===== config.mk =====
export PLATFORM = sky130hd
export DESIGN_NAME = mips_core
export DESIGN_NICKNAME = d
export VERILOG_FILES = /design/src/logic/mips_pkg.sv /design/src/logic/mips_core.sv /design/src/logic/mem_align.sv /design/src/logic/mips_alu.sv /design/src/logic/reg_file.sv /design/src/logic/inst_decode.sv /design/src/logic/fetch_pc.sv
export SDC_FILE = /design/constraint.sdc
export NUM_CORES = 2
export LEC_CHECK = 0
export ABC_CLOCK_PERIOD_IN_PS = 15850
export BUFFER_PORTS_ARGS = -buffer_cell sky130_fd_sc_hd__buf_4
export CAP_MARGIN = 20
export CELL_PAD_IN_SITES_DETAIL_PLACEMENT = 1
export CELL_PAD_IN_SITES_GLOBAL_PLACEMENT = 1
export CORE_MARGIN = 1
export CORE_UTILIZATION = 40
export CTS_BUF_LIST = sky130_fd_sc_hd__clkbuf_16
export DETAILED_ROUTE_END_ITERATION = 10
export GPL_TIMING_DRIVEN = 1
export PLACE_DENSITY_LB_ADDON = 0.12
export SYNTH_ARGS = -nofsm -noshare
export SYNTH_HDL_FRONTEND = slang
export SYNTH_SLANG_ARGS = --single-unit

===== constraint.sdc =====
create_clock -name clk -period 15.85 [get_ports clk]
set_input_delay 2.3775 -clock clk [delete_from_list [all_inputs] [get_ports clk]]
set_output_delay 2.3775 -clock clk [all_outputs]
set_load 0.005 [all_outputs]

===== src/logic/mips_pkg.sv =====
package mips_pkg;

   // datapath and port widths
   localparam int word_w    = 32;
   localparam int addr_w    = 30;
   localparam int reg_idx_w = 5;

   typedef logic [word_w-1:0]    word_t;
   typedef logic [addr_w-1:0]    waddr_t;
   typedef logic [reg_idx_w-1:0] reg_idx_t;

   // pc after reset, start of the text segment
   localparam word_t text_start = 32'h00400000;

   // link register for jal
   localparam reg_idx_t reg_ra = 5'd31;

   // primary opcodes
   localparam logic [5:0] op_rtype = 6'h00;
   localparam logic [5:0] op_j     = 6'h02;
   localparam logic [5:0] op_jal   = 6'h03;
   localparam logic [5:0] op_beq   = 6'h04;
   localparam logic [5:0] op_bne   = 6'h05;
   localparam logic [5:0] op_addi  = 6'h08;
   localparam logic [5:0] op_addiu = 6'h09;
   localparam logic [5:0] op_slti  = 6'h0a;
   localparam logic [5:0] op_andi  = 6'h0c;
   localparam logic [5:0] op_ori   = 6'h0d;
   localparam logic [5:0] op_xori  = 6'h0e;
   localparam logic [5:0] op_lui   = 6'h0f;
   localparam logic [5:0] op_lb    = 6'h20;
   localparam logic [5:0] op_lw    = 6'h23;
   localparam logic [5:0] op_lbu   = 6'h24;
   localparam logic [5:0] op_sb    = 6'h28;
   localparam logic [5:0] op_sw    = 6'h2b;

   // funct values under op_rtype
   localparam logic [5:0] fn_sll     = 6'h00;
   localparam logic [5:0] fn_srl     = 6'h02;
   localparam logic [5:0] fn_sra     = 6'h03;
   localparam logic [5:0] fn_sllv    = 6'h04;
   localparam logic [5:0] fn_srlv    = 6'h06;
   localparam logic [5:0] fn_srav    = 6'h07;
   localparam logic [5:0] fn_jr      = 6'h08;
   localparam logic [5:0] fn_syscall = 6'h0c;
   localparam logic [5:0] fn_add     = 6'h20;
   localparam logic [5:0] fn_addu    = 6'h21;
   localparam logic [5:0] fn_sub     = 6'h22;
   localparam logic [5:0] fn_subu    = 6'h23;
   localparam logic [5:0] fn_and     = 6'h24;
   localparam logic [5:0] fn_or      = 6'h25;
   localparam logic [5:0] fn_xor     = 6'h26;
   localparam logic [5:0] fn_nor     = 6'h27;
   localparam logic [5:0] fn_slt     = 6'h2a;

   typedef enum logic [3:0] {
      alu_add, alu_sub, alu_and, alu_or, alu_xor, alu_nor, alu_slt,
      alu_sll, alu_srl, alu_sra, alu_sllv, alu_srlv, alu_srav, alu_lui
   } alu_op_t;

   // next pc source
   typedef enum logic [2:0] {
      pc_seq, pc_beq, pc_bne, pc_jump, pc_jreg
   } pc_sel_t;

   typedef enum logic [2:0] {
      mem_none, mem_lw, mem_lb, mem_lbu, mem_sw, mem_sb
   } mem_kind_t;

   // decoded instruction fields, 78 bits
   typedef struct packed {
      reg_idx_t    rs;
      reg_idx_t    rt;
      reg_idx_t    rd;
      reg_idx_t    shamt;
      word_t       imm;
      logic [25:0] target;
   } inst_fields_t;

   // control bundle, 15 bits
   typedef struct packed {
      alu_op_t   alu_op;
      logic      alu_src_imm;
      logic      reg_write;
      logic      dest_rd;
      logic      link;
      mem_kind_t mem_kind;
      pc_sel_t   pc_sel;
      logic      halt_req;
   } ctrl_t;

endpackage

===== src/logic/mips_core.sv =====
`timescale 1ns/1ps

module mips_core (
   input  logic              clk,
   input  logic              rst_b,
   output mips_pkg::waddr_t  inst_addr,
   input  mips_pkg::word_t   inst,
   output mips_pkg::waddr_t  mem_addr,
   output mips_pkg::word_t   mem_data_in,
   output logic [3:0]        mem_write_en,
   input  mips_pkg::word_t   mem_data_out,
   output logic              halted
);

   mips_pkg::inst_fields_t fields;
   mips_pkg::ctrl_t        ctrl;
   mips_pkg::word_t        pc;
   mips_pkg::word_t        pc_plus4;
   mips_pkg::word_t        rs_data;
   mips_pkg::word_t        rt_data;
   mips_pkg::word_t        alu_b;
   mips_pkg::word_t        alu_result;
   mips_pkg::word_t        load_data;
   mips_pkg::word_t        wb_data;
   mips_pkg::reg_idx_t     wr_idx;
   logic                   is_load;

   fetch_pc u_fetch (.clk, .rst_b, .ctrl, .fields, .rs_data, .rt_data, .pc, .pc_plus4);

   inst_decode u_decode (.inst, .fields, .ctrl);

   reg_file u_regs (
      .clk, .rst_b,
      .rs_idx(fields.rs), .rt_idx(fields.rt),
      .wr_idx, .wr_data(wb_data), .wr_en(ctrl.reg_write),
      .rs_data, .rt_data
   );

   // second operand is rt or the extended immediate
   assign alu_b = ctrl.alu_src_imm ? fields.imm : rt_data;

   mips_alu u_alu (.op(ctrl.alu_op), .a(rs_data), .b(alu_b), .shamt(fields.shamt),
                   .result(alu_result));

   mem_align u_align (
      .kind(ctrl.mem_kind), .byte_off(alu_result[1:0]), .rt_data, .mem_data_out,
      .mem_data_in, .mem_write_en, .load_data
   );

   assign inst_addr = pc[31:2];
   assign mem_addr  = alu_result[31:2];

   // write-back select, jal links pc+4 into $ra
   assign is_load = (ctrl.mem_kind == mips_pkg::mem_lw) ||
                    (ctrl.mem_kind == mips_pkg::mem_lb) ||
                    (ctrl.mem_kind == mips_pkg::mem_lbu);
   assign wb_data = is_load ? load_data : (ctrl.link ? pc_plus4 : alu_result);
   assign wr_idx  = ctrl.link ? mips_pkg::reg_ra : (ctrl.dest_rd ? fields.rd : fields.rt);

   // sticky halt flag
   always_ff @(posedge clk or negedge rst_b) begin
      if (!rst_b) begin
         halted <= 1'b0;
      end else if (ctrl.halt_req) begin
         halted <= 1'b1;
      end
   end

endmodule


===== src/logic/mem_align.sv =====
`timescale 1ns/1ps

module mem_align (
   input  mips_pkg::mem_kind_t kind,
   input  logic [1:0]          byte_off,
   input  mips_pkg::word_t     rt_data,
   input  mips_pkg::word_t     mem_data_out,
   output mips_pkg::word_t     mem_data_in,
   output logic [3:0]          mem_write_en,
   output mips_pkg::word_t     load_data
);

   logic [7:0] ld_byte;

   // big-endian: offset 0 lives in bits 31 to 24
   always_comb begin
      case (byte_off)
         2'd0:    ld_byte = mem_data_out[31:24];
         2'd1:    ld_byte = mem_data_out[23:16];
         2'd2:    ld_byte = mem_data_out[15:8];
         default: ld_byte = mem_data_out[7:0];
      endcase
   end

   always_comb begin
      case (kind)
         mips_pkg::mem_lb:  load_data = {{24{ld_byte[7]}}, ld_byte};
         mips_pkg::mem_lbu: load_data = {24'h000000, ld_byte};
         default:           load_data = mem_data_out;
      endcase
   end

   // store byte is replicated on every lane, enable picks one
   always_comb begin
      case (kind)
         mips_pkg::mem_sw: begin
            mem_data_in  = rt_data;
            mem_write_en = 4'b1111;
         end
         mips_pkg::mem_sb: begin
            mem_data_in  = {4{rt_data[7:0]}};
            mem_write_en = 4'b1000 >> byte_off;
         end
         default: begin
            mem_data_in  = rt_data;
            mem_write_en = 4'b0000;
         end
      endcase
   end

endmodule


===== src/logic/mips_alu.sv =====
`timescale 1ns/1ps

module mips_alu (
   input  mips_pkg::alu_op_t   op,
   input  mips_pkg::word_t     a,
   input  mips_pkg::word_t     b,
   input  mips_pkg::reg_idx_t  shamt,
   output mips_pkg::word_t     result
);

   // variable shift amount from low bits of rs
   mips_pkg::reg_idx_t var_amt;
   logic               a_lt_b;

   assign var_amt = a[4:0];
   assign a_lt_b  = $signed(a) < $signed(b);

   always_comb begin
      case (op)
         mips_pkg::alu_add: result = a + b;
         mips_pkg::alu_sub: result = a - b;
         mips_pkg::alu_and: result = a & b;
         mips_pkg::alu_or:  result = a | b;
         mips_pkg::alu_xor: result = a ^ b;
         mips_pkg::alu_nor: result = ~(a | b);
         mips_pkg::alu_slt: result = {31'b0, a_lt_b};
         // fixed shifts move rt by the shamt field
         mips_pkg::alu_sll: result = b << shamt;
         mips_pkg::alu_srl: result = b >> shamt;
         mips_pkg::alu_sra: result = $signed(b) >>> shamt;
         mips_pkg::alu_sllv: result = b << var_amt;
         mips_pkg::alu_srlv: result = b >> var_amt;
         mips_pkg::alu_srav: result = $signed(b) >>> var_amt;
         // immediate goes to the upper half
         mips_pkg::alu_lui: result = {b[15:0], 16'h0000};
         default: result = '0;
      endcase
   end

endmodule


===== src/logic/reg_file.sv =====
`timescale 1ns/1ps

module reg_file (
   input  logic                clk,
   input  logic                rst_b,
   input  mips_pkg::reg_idx_t  rs_idx,
   input  mips_pkg::reg_idx_t  rt_idx,
   input  mips_pkg::reg_idx_t  wr_idx,
   input  mips_pkg::word_t     wr_data,
   input  logic                wr_en,
   output mips_pkg::word_t     rs_data,
   output mips_pkg::word_t     rt_data
);

   mips_pkg::word_t regs [32];

   // $zero never takes a write
   always_ff @(posedge clk or negedge rst_b) begin
      if (!rst_b) begin
         for (int i = 0; i < 32; i++) begin
            regs[i] <= '0;
         end
      end else if (wr_en && (wr_idx != '0)) begin
         regs[wr_idx] <= wr_data;
      end
   end

   // combinational read ports
   assign rs_data = regs[rs_idx];
   assign rt_data = regs[rt_idx];

endmodule


===== src/logic/inst_decode.sv =====
`timescale 1ns/1ps

module inst_decode (
   input  mips_pkg::word_t        inst,
   output mips_pkg::inst_fields_t fields,
   output mips_pkg::ctrl_t        ctrl
);

   logic [5:0] opcode;
   logic [5:0] funct;
   logic       zero_ext;

   assign opcode = inst[31:26];
   assign funct  = inst[5:0];

   // logical immediates are zero extended, all others sign extended
   assign zero_ext = (opcode == mips_pkg::op_andi) ||
                     (opcode == mips_pkg::op_ori)  ||
                     (opcode == mips_pkg::op_xori);

   always_comb begin
      fields.rs     = inst[25:21];
      fields.rt     = inst[20:16];
      fields.rd     = inst[15:11];
      fields.shamt  = inst[10:6];
      fields.imm    = zero_ext ? {16'h0000, inst[15:0]} : {{16{inst[15]}}, inst[15:0]};
      fields.target = inst[25:0];
   end

   always_comb begin
      // defaults describe a no-effect instruction
      ctrl.alu_op      = mips_pkg::alu_add;
      ctrl.alu_src_imm = 1'b0;
      ctrl.reg_write   = 1'b0;
      ctrl.dest_rd     = 1'b0;
      ctrl.link        = 1'b0;
      ctrl.mem_kind    = mips_pkg::mem_none;
      ctrl.pc_sel      = mips_pkg::pc_seq;
      ctrl.halt_req    = 1'b0;

      case (opcode)
         mips_pkg::op_rtype: begin
            ctrl.reg_write = 1'b1;
            ctrl.dest_rd   = 1'b1;
            case (funct)
               mips_pkg::fn_add, mips_pkg::fn_addu: ctrl.alu_op = mips_pkg::alu_add;
               mips_pkg::fn_sub, mips_pkg::fn_subu: ctrl.alu_op = mips_pkg::alu_sub;
               mips_pkg::fn_and:  ctrl.alu_op = mips_pkg::alu_and;
               mips_pkg::fn_or:   ctrl.alu_op = mips_pkg::alu_or;
               mips_pkg::fn_xor:  ctrl.alu_op = mips_pkg::alu_xor;
               mips_pkg::fn_nor:  ctrl.alu_op = mips_pkg::alu_nor;
               mips_pkg::fn_slt:  ctrl.alu_op = mips_pkg::alu_slt;
               mips_pkg::fn_sll:  ctrl.alu_op = mips_pkg::alu_sll;
               mips_pkg::fn_srl:  ctrl.alu_op = mips_pkg::alu_srl;
               mips_pkg::fn_sra:  ctrl.alu_op = mips_pkg::alu_sra;
               mips_pkg::fn_sllv: ctrl.alu_op = mips_pkg::alu_sllv;
               mips_pkg::fn_srlv: ctrl.alu_op = mips_pkg::alu_srlv;
               mips_pkg::fn_srav: ctrl.alu_op = mips_pkg::alu_srav;
               mips_pkg::fn_jr: begin
                  ctrl.reg_write = 1'b0;
                  ctrl.pc_sel    = mips_pkg::pc_jreg;
               end
               // syscall and unknown funct both stop the core
               default: begin
                  ctrl.reg_write = 1'b0;
                  ctrl.halt_req  = 1'b1;
               end
            endcase
         end
         mips_pkg::op_addi, mips_pkg::op_addiu: begin
            ctrl.alu_src_imm = 1'b1;
            ctrl.reg_write   = 1'b1;
         end
         mips_pkg::op_slti, mips_pkg::op_andi, mips_pkg::op_ori,
         mips_pkg::op_xori, mips_pkg::op_lui: begin
            ctrl.alu_src_imm = 1'b1;
            ctrl.reg_write   = 1'b1;
            case (opcode)
               mips_pkg::op_slti: ctrl.alu_op = mips_pkg::alu_slt;
               mips_pkg::op_andi: ctrl.alu_op = mips_pkg::alu_and;
               mips_pkg::op_ori:  ctrl.alu_op = mips_pkg::alu_or;
               mips_pkg::op_xori: ctrl.alu_op = mips_pkg::alu_xor;
               default:           ctrl.alu_op = mips_pkg::alu_lui;
            endcase
         end
         // loads: address is rs + offset
         mips_pkg::op_lw, mips_pkg::op_lb, mips_pkg::op_lbu: begin
            ctrl.alu_src_imm = 1'b1;
            ctrl.reg_write   = 1'b1;
            case (opcode)
               mips_pkg::op_lw: ctrl.mem_kind = mips_pkg::mem_lw;
               mips_pkg::op_lb: ctrl.mem_kind = mips_pkg::mem_lb;
               default:         ctrl.mem_kind = mips_pkg::mem_lbu;
            endcase
         end
         mips_pkg::op_sw, mips_pkg::op_sb: begin
            ctrl.alu_src_imm = 1'b1;
            ctrl.mem_kind = (opcode == mips_pkg::op_sw) ? mips_pkg::mem_sw : mips_pkg::mem_sb;
         end
         mips_pkg::op_beq: ctrl.pc_sel = mips_pkg::pc_beq;
         mips_pkg::op_bne: ctrl.pc_sel = mips_pkg::pc_bne;
         mips_pkg::op_j:   ctrl.pc_sel = mips_pkg::pc_jump;
         mips_pkg::op_jal: begin
            ctrl.pc_sel    = mips_pkg::pc_jump;
            ctrl.link      = 1'b1;
            ctrl.reg_write = 1'b1;
         end
         // reserved instruction
         default: ctrl.halt_req = 1'b1;
      endcase
   end

endmodule


===== src/logic/fetch_pc.sv =====
`timescale 1ns/1ps

module fetch_pc (
   input  logic                  clk,
   input  logic                  rst_b,
   input  mips_pkg::ctrl_t       ctrl,
   input  mips_pkg::inst_fields_t fields,
   input  mips_pkg::word_t       rs_data,
   input  mips_pkg::word_t       rt_data,
   output mips_pkg::word_t       pc,
   output mips_pkg::word_t       pc_plus4
);

   mips_pkg::word_t br_target;
   mips_pkg::word_t j_target;
   mips_pkg::word_t next_pc;
   logic            rs_eq_rt;

   assign pc_plus4 = pc + 32'd4;

   // offset is in words, relative to pc+4 (no delay slot)
   assign br_target = pc_plus4 + {fields.imm[29:0], 2'b00};
   // region bits come from pc+4
   assign j_target  = {pc_plus4[31:28], fields.target, 2'b00};
   assign rs_eq_rt  = (rs_data == rt_data);

   always_comb begin
      case (ctrl.pc_sel)
         mips_pkg::pc_beq:  next_pc = rs_eq_rt ? br_target : pc_plus4;
         mips_pkg::pc_bne:  next_pc = rs_eq_rt ? pc_plus4 : br_target;
         mips_pkg::pc_jump: next_pc = j_target;
         mips_pkg::pc_jreg: next_pc = rs_data;
         default:           next_pc = pc_plus4;
      endcase
   end

   // pc freezes on the halting instruction
   always_ff @(posedge clk or negedge rst_b) begin
      if (!rst_b) begin
         pc <= mips_pkg::text_start;
      end else if (!ctrl.halt_req) begin
         pc <= next_pc;
      end
   end

endmodule


==> flow_summary_export.csv <==
group,metric,value,unit
run_status,status,"finished clean",
synth,yosys.cell_types.count,95,
synth,syn_avg_cell_area,9.64,µm²
timing,relSlewSlack,0.145,
critical_path,cp_common_cell,"buf_4",
clock_network,path_clk_slew,60,ps
floorplanning,coreArea,179000,µm²
job,maxCapViolCount,0,
synth,synth_area_leaders,"dfrtp_1, mux4_2, nor2_1",
critical_path,cp.required,13470,ps
power,p_sw,5.35,mW
route,via_per_inst,6.86,
global_route,grt_max_degree,159,
power,power_density,153,nW/µm²
synth,ys_seq_elements,1057,
synth,synth_top_flop_cell,"dfrtp_1",
clock_network,cts_tree,"built",
route,routed_wl,371,mm
critical_path,critPathLaunch,"inst[21]",
cells_and_area,layout-drive-gt1-share,0.198,
cells_and_area,final_common_cell,"dfrtp_1",
floorplanning,die_area,183000,µm²
cells_and_area,final_area,80300,µm²
floorplanning,io_pins,163,
synth,synthArstFlopShare,1.00,
critical_path,critPathMaxStageDelay,900,ps
synth,synth_edf_count,0,
synth,synth_top_area_cell,"dfrtp_1",
power,power.internal,6.90,mW
cells_and_area,final_cell_mix,"dfrtp_1, nor2_1, a21oi_1",
synth,synth_nets,7707,
critical_path,slowest_stage,"a2111oi_0",
critical_path,cp_top_family,"compound AO/OA/AOI/OAI gates",
floorplanning,die_w,427,µm
power,p_seq_frac,0.314,
clock_network,cts_hold_buffers,0,
timing,worst_slew_pin_slew,1280,ps
timing,setup_viol,0,
timing,setup-tns-final,0,ps
placed_design,place_congestion,1.07,
synth,netlist.area_leader.share,0.365,
route,num_vias,66800,
timing,post-route-period-util,0.823,
route,avgRoutedWirePerCell,38.1,µm
power,leakagePower,33.1,nW
timing,fin_crit,13050,ps
global_route,grt_pass1_vias,66600,
timing,rsz0062_at_grt,"false",
synth,yosysWarnings,0,
critical_path,critPathCaptureType,"output port",
floorplanning,die_h,427,µm
power,swShare,0.437,
critical_path,crit_type,"primary input to output port",
route,dr.pass1.iters,8,
global_route,grt_overflow_total,0,
synth,synth_cells,7509,
critical_path,worst-path-buf-inv,7,
timing,max_clock_freq,76.6,MHz
power,p_total,12.3,mW
clock_network,cts_resized,0,
timing,finalHoldViolations,0,
synth,yosysSeqAreaShare,0.365,
global_route,grt_pass1_wl,522,mm
clock_network,clock-root-buffer,"clkbuf_16",
clock_network,h-tree-depth,3,
worst_hold_path,min-delay-start,"u_regs.regs[1016]",
clock_network,cts_setup_buffers,0,
placed_design,placed_cell_area,76100,µm²
cells_and_area,nNetsFinal,7465,
critical_path,cp_max_fo,69,
floorplanning,rows,155,
global_route,grt_use_total,0.404,
power,power_frac_comb,0.450,
route,drcViolationCount,0,
placed_design,io_buffers,162,
clock_network,numCtsBuffers,120,
critical_path,cp.arrival,10670,ps
floorplanning,initial_core_util,0.404,
critical_path,worstSetupStartpointType,"primary input",
route,drtIter0Drc,7441,
global_route,antenna_found_initial,28,
power,peakVddDrop,0.107,mV
timing,slew_violations,0,
route,ant_nets,0,
worst_hold_path,hold_class,"flip-flop to flip-flop",
critical_path,r2r_start,"u_regs.regs[230]",
clock_network,clk_latency,830,ps
timing,clock_skew,105,ps
clock_network,clk_path_buf_depth,3,
critical_path,critical_path.cell_chain,"buf_8, buf_4, mux4_2, mux4_2, mux2i_1, buf_4, inv_1, ha_1, inv_1, a311o_1, o2111ai_1, a2111oi_0, o41ai_1, buf_4, a211oi_1, a211oi_1, o21bai_1, and3_1, o31ai_1, o21ai_0, buf_4",
cells_and_area,syn2layout_area_growth,10.9,%
placed_design,dp_hpwl,253,mm
clock_network,clock_sinks,1057,
power,clkPwrFrac,0.236,
synth,netlist_area,72400,µm²
## per-stage QoR
step	util	hold slack [ps]	setup slack, ps	instances
detailed placement	0.425	384	3010	9490
global route	0.448	411	2490	9729
CTS	0.447	397	2950	9718
floorplan	-	441	4650	7509
global placement	0.425	377	2970	9490
finish	0.448	394	2800	9739
## power groups by stage
stage          logic [mW]  registers, mW  clock network (mW)
6_report             5.51           3.85                2.89
4_1_cts              5.33           3.84                2.93
5_1_grt              5.75           3.93                3.02
2_1_floorplan        3.18           3.70                   0
3_3_place_gp         5.23           3.83                   0
3_5_place_dp         5.31           3.88                   0
## worst paths after layout
| kind | end | slack [ps] | depth (start not counted) |
|---|---|---|---|
| max | mem_addr[27] | 2800 | 21 |
| min | u_regs.regs[1016] | 390 | 0 |
| max reg2reg | u_regs.regs[846] | 6890 | 20 |
| min reg2reg | u_regs.regs[1016] | 390 | 0 |
| max in group asynchronous | u_regs.regs[959] | 10970 | 4 |
| min in group asynchronous | u_regs.regs[466] | 1630 | 1 |
## sequential cells by signal, summed over array words and instances (netlist names)
signal and count:
halted 1, u_fetch.pc 32, u_regs.regs 1024
## cells by family after synthesis
kind of cell	after synthesis	synth area share
multiplexers	851	0.223
AND/OR/NAND/NOR	2222	0.132
adder cells (fa/ha/maj)	132	0.0231
buffers and inverters	949	0.0550
XOR/XNOR	105	0.0127
flip-flops	1057	0.365
AO/OA/AOI/OAI	2193	0.189
## routing by layer
layer  GRT usage  part of all wire  vias to the layer above
met5           0           0.00019                        -
met4       0.255             0.071                       12
met3      0.0740             0.077                      950
met2       0.616              0.45                     3236
met1       0.531              0.40                    35000
li1            -                 -                    27600
## worst register-to-register path, cell delays in order, from the launching register on
cell,delay (ps)
dfrtp_1,400
mux4_2,480
mux4_2,490
mux2i_1,760
inv_1,410
ha_1,380
a2111oi_0,390
o21ai_0,270
a311oi_1,650
o21ai_0,470
nand2_1,220
a211o_1,190
a21oi_1,80
o31ai_1,360
a221o_1,230
nor3_4,40
buf_4,240
or3b_2,690
nand3_4,890
buf_12,650
a31oi_1,530
## cell usage after synthesis, drive strengths merged, types with 17 or more instances
library cell and instances:
xor2 25, mux4 605, inv 137, or3 21, nor2 1049, a31o 36
nor3 335, buf 248, mux2 47, o31ai 57, o21ai 474, nand4 26
a21o 39, o211ai 56, nand3 99, a31oi 402, nand2b 19, nand2 520
clkbuf 560, and3 43, a221o 17, o21a 23, xnor2 80, ha 129
a21oi 667, mux2i 199, a221oi 49, a22oi 56, a211oi 65, nor3b 19
o22ai 20, o21bai 19, a22o 34, or2 24, dfrtp 1056, o221ai 33
and2 20
## layout make-up
cell class | instances | area [µm²]
repair buffers | 444 | 3650
inverters | 141 | 529
well taps | 2355 | 2950
fillers | 19800 | 98700
clock inverters | 107 | 977
clock buffers | 121 | 3030
flip-flops and latches | 1057 | 26500
diodes | 11 | 27.5
multi-input cells | 5503 | 42700
Power figures use the tool's default switching activity.
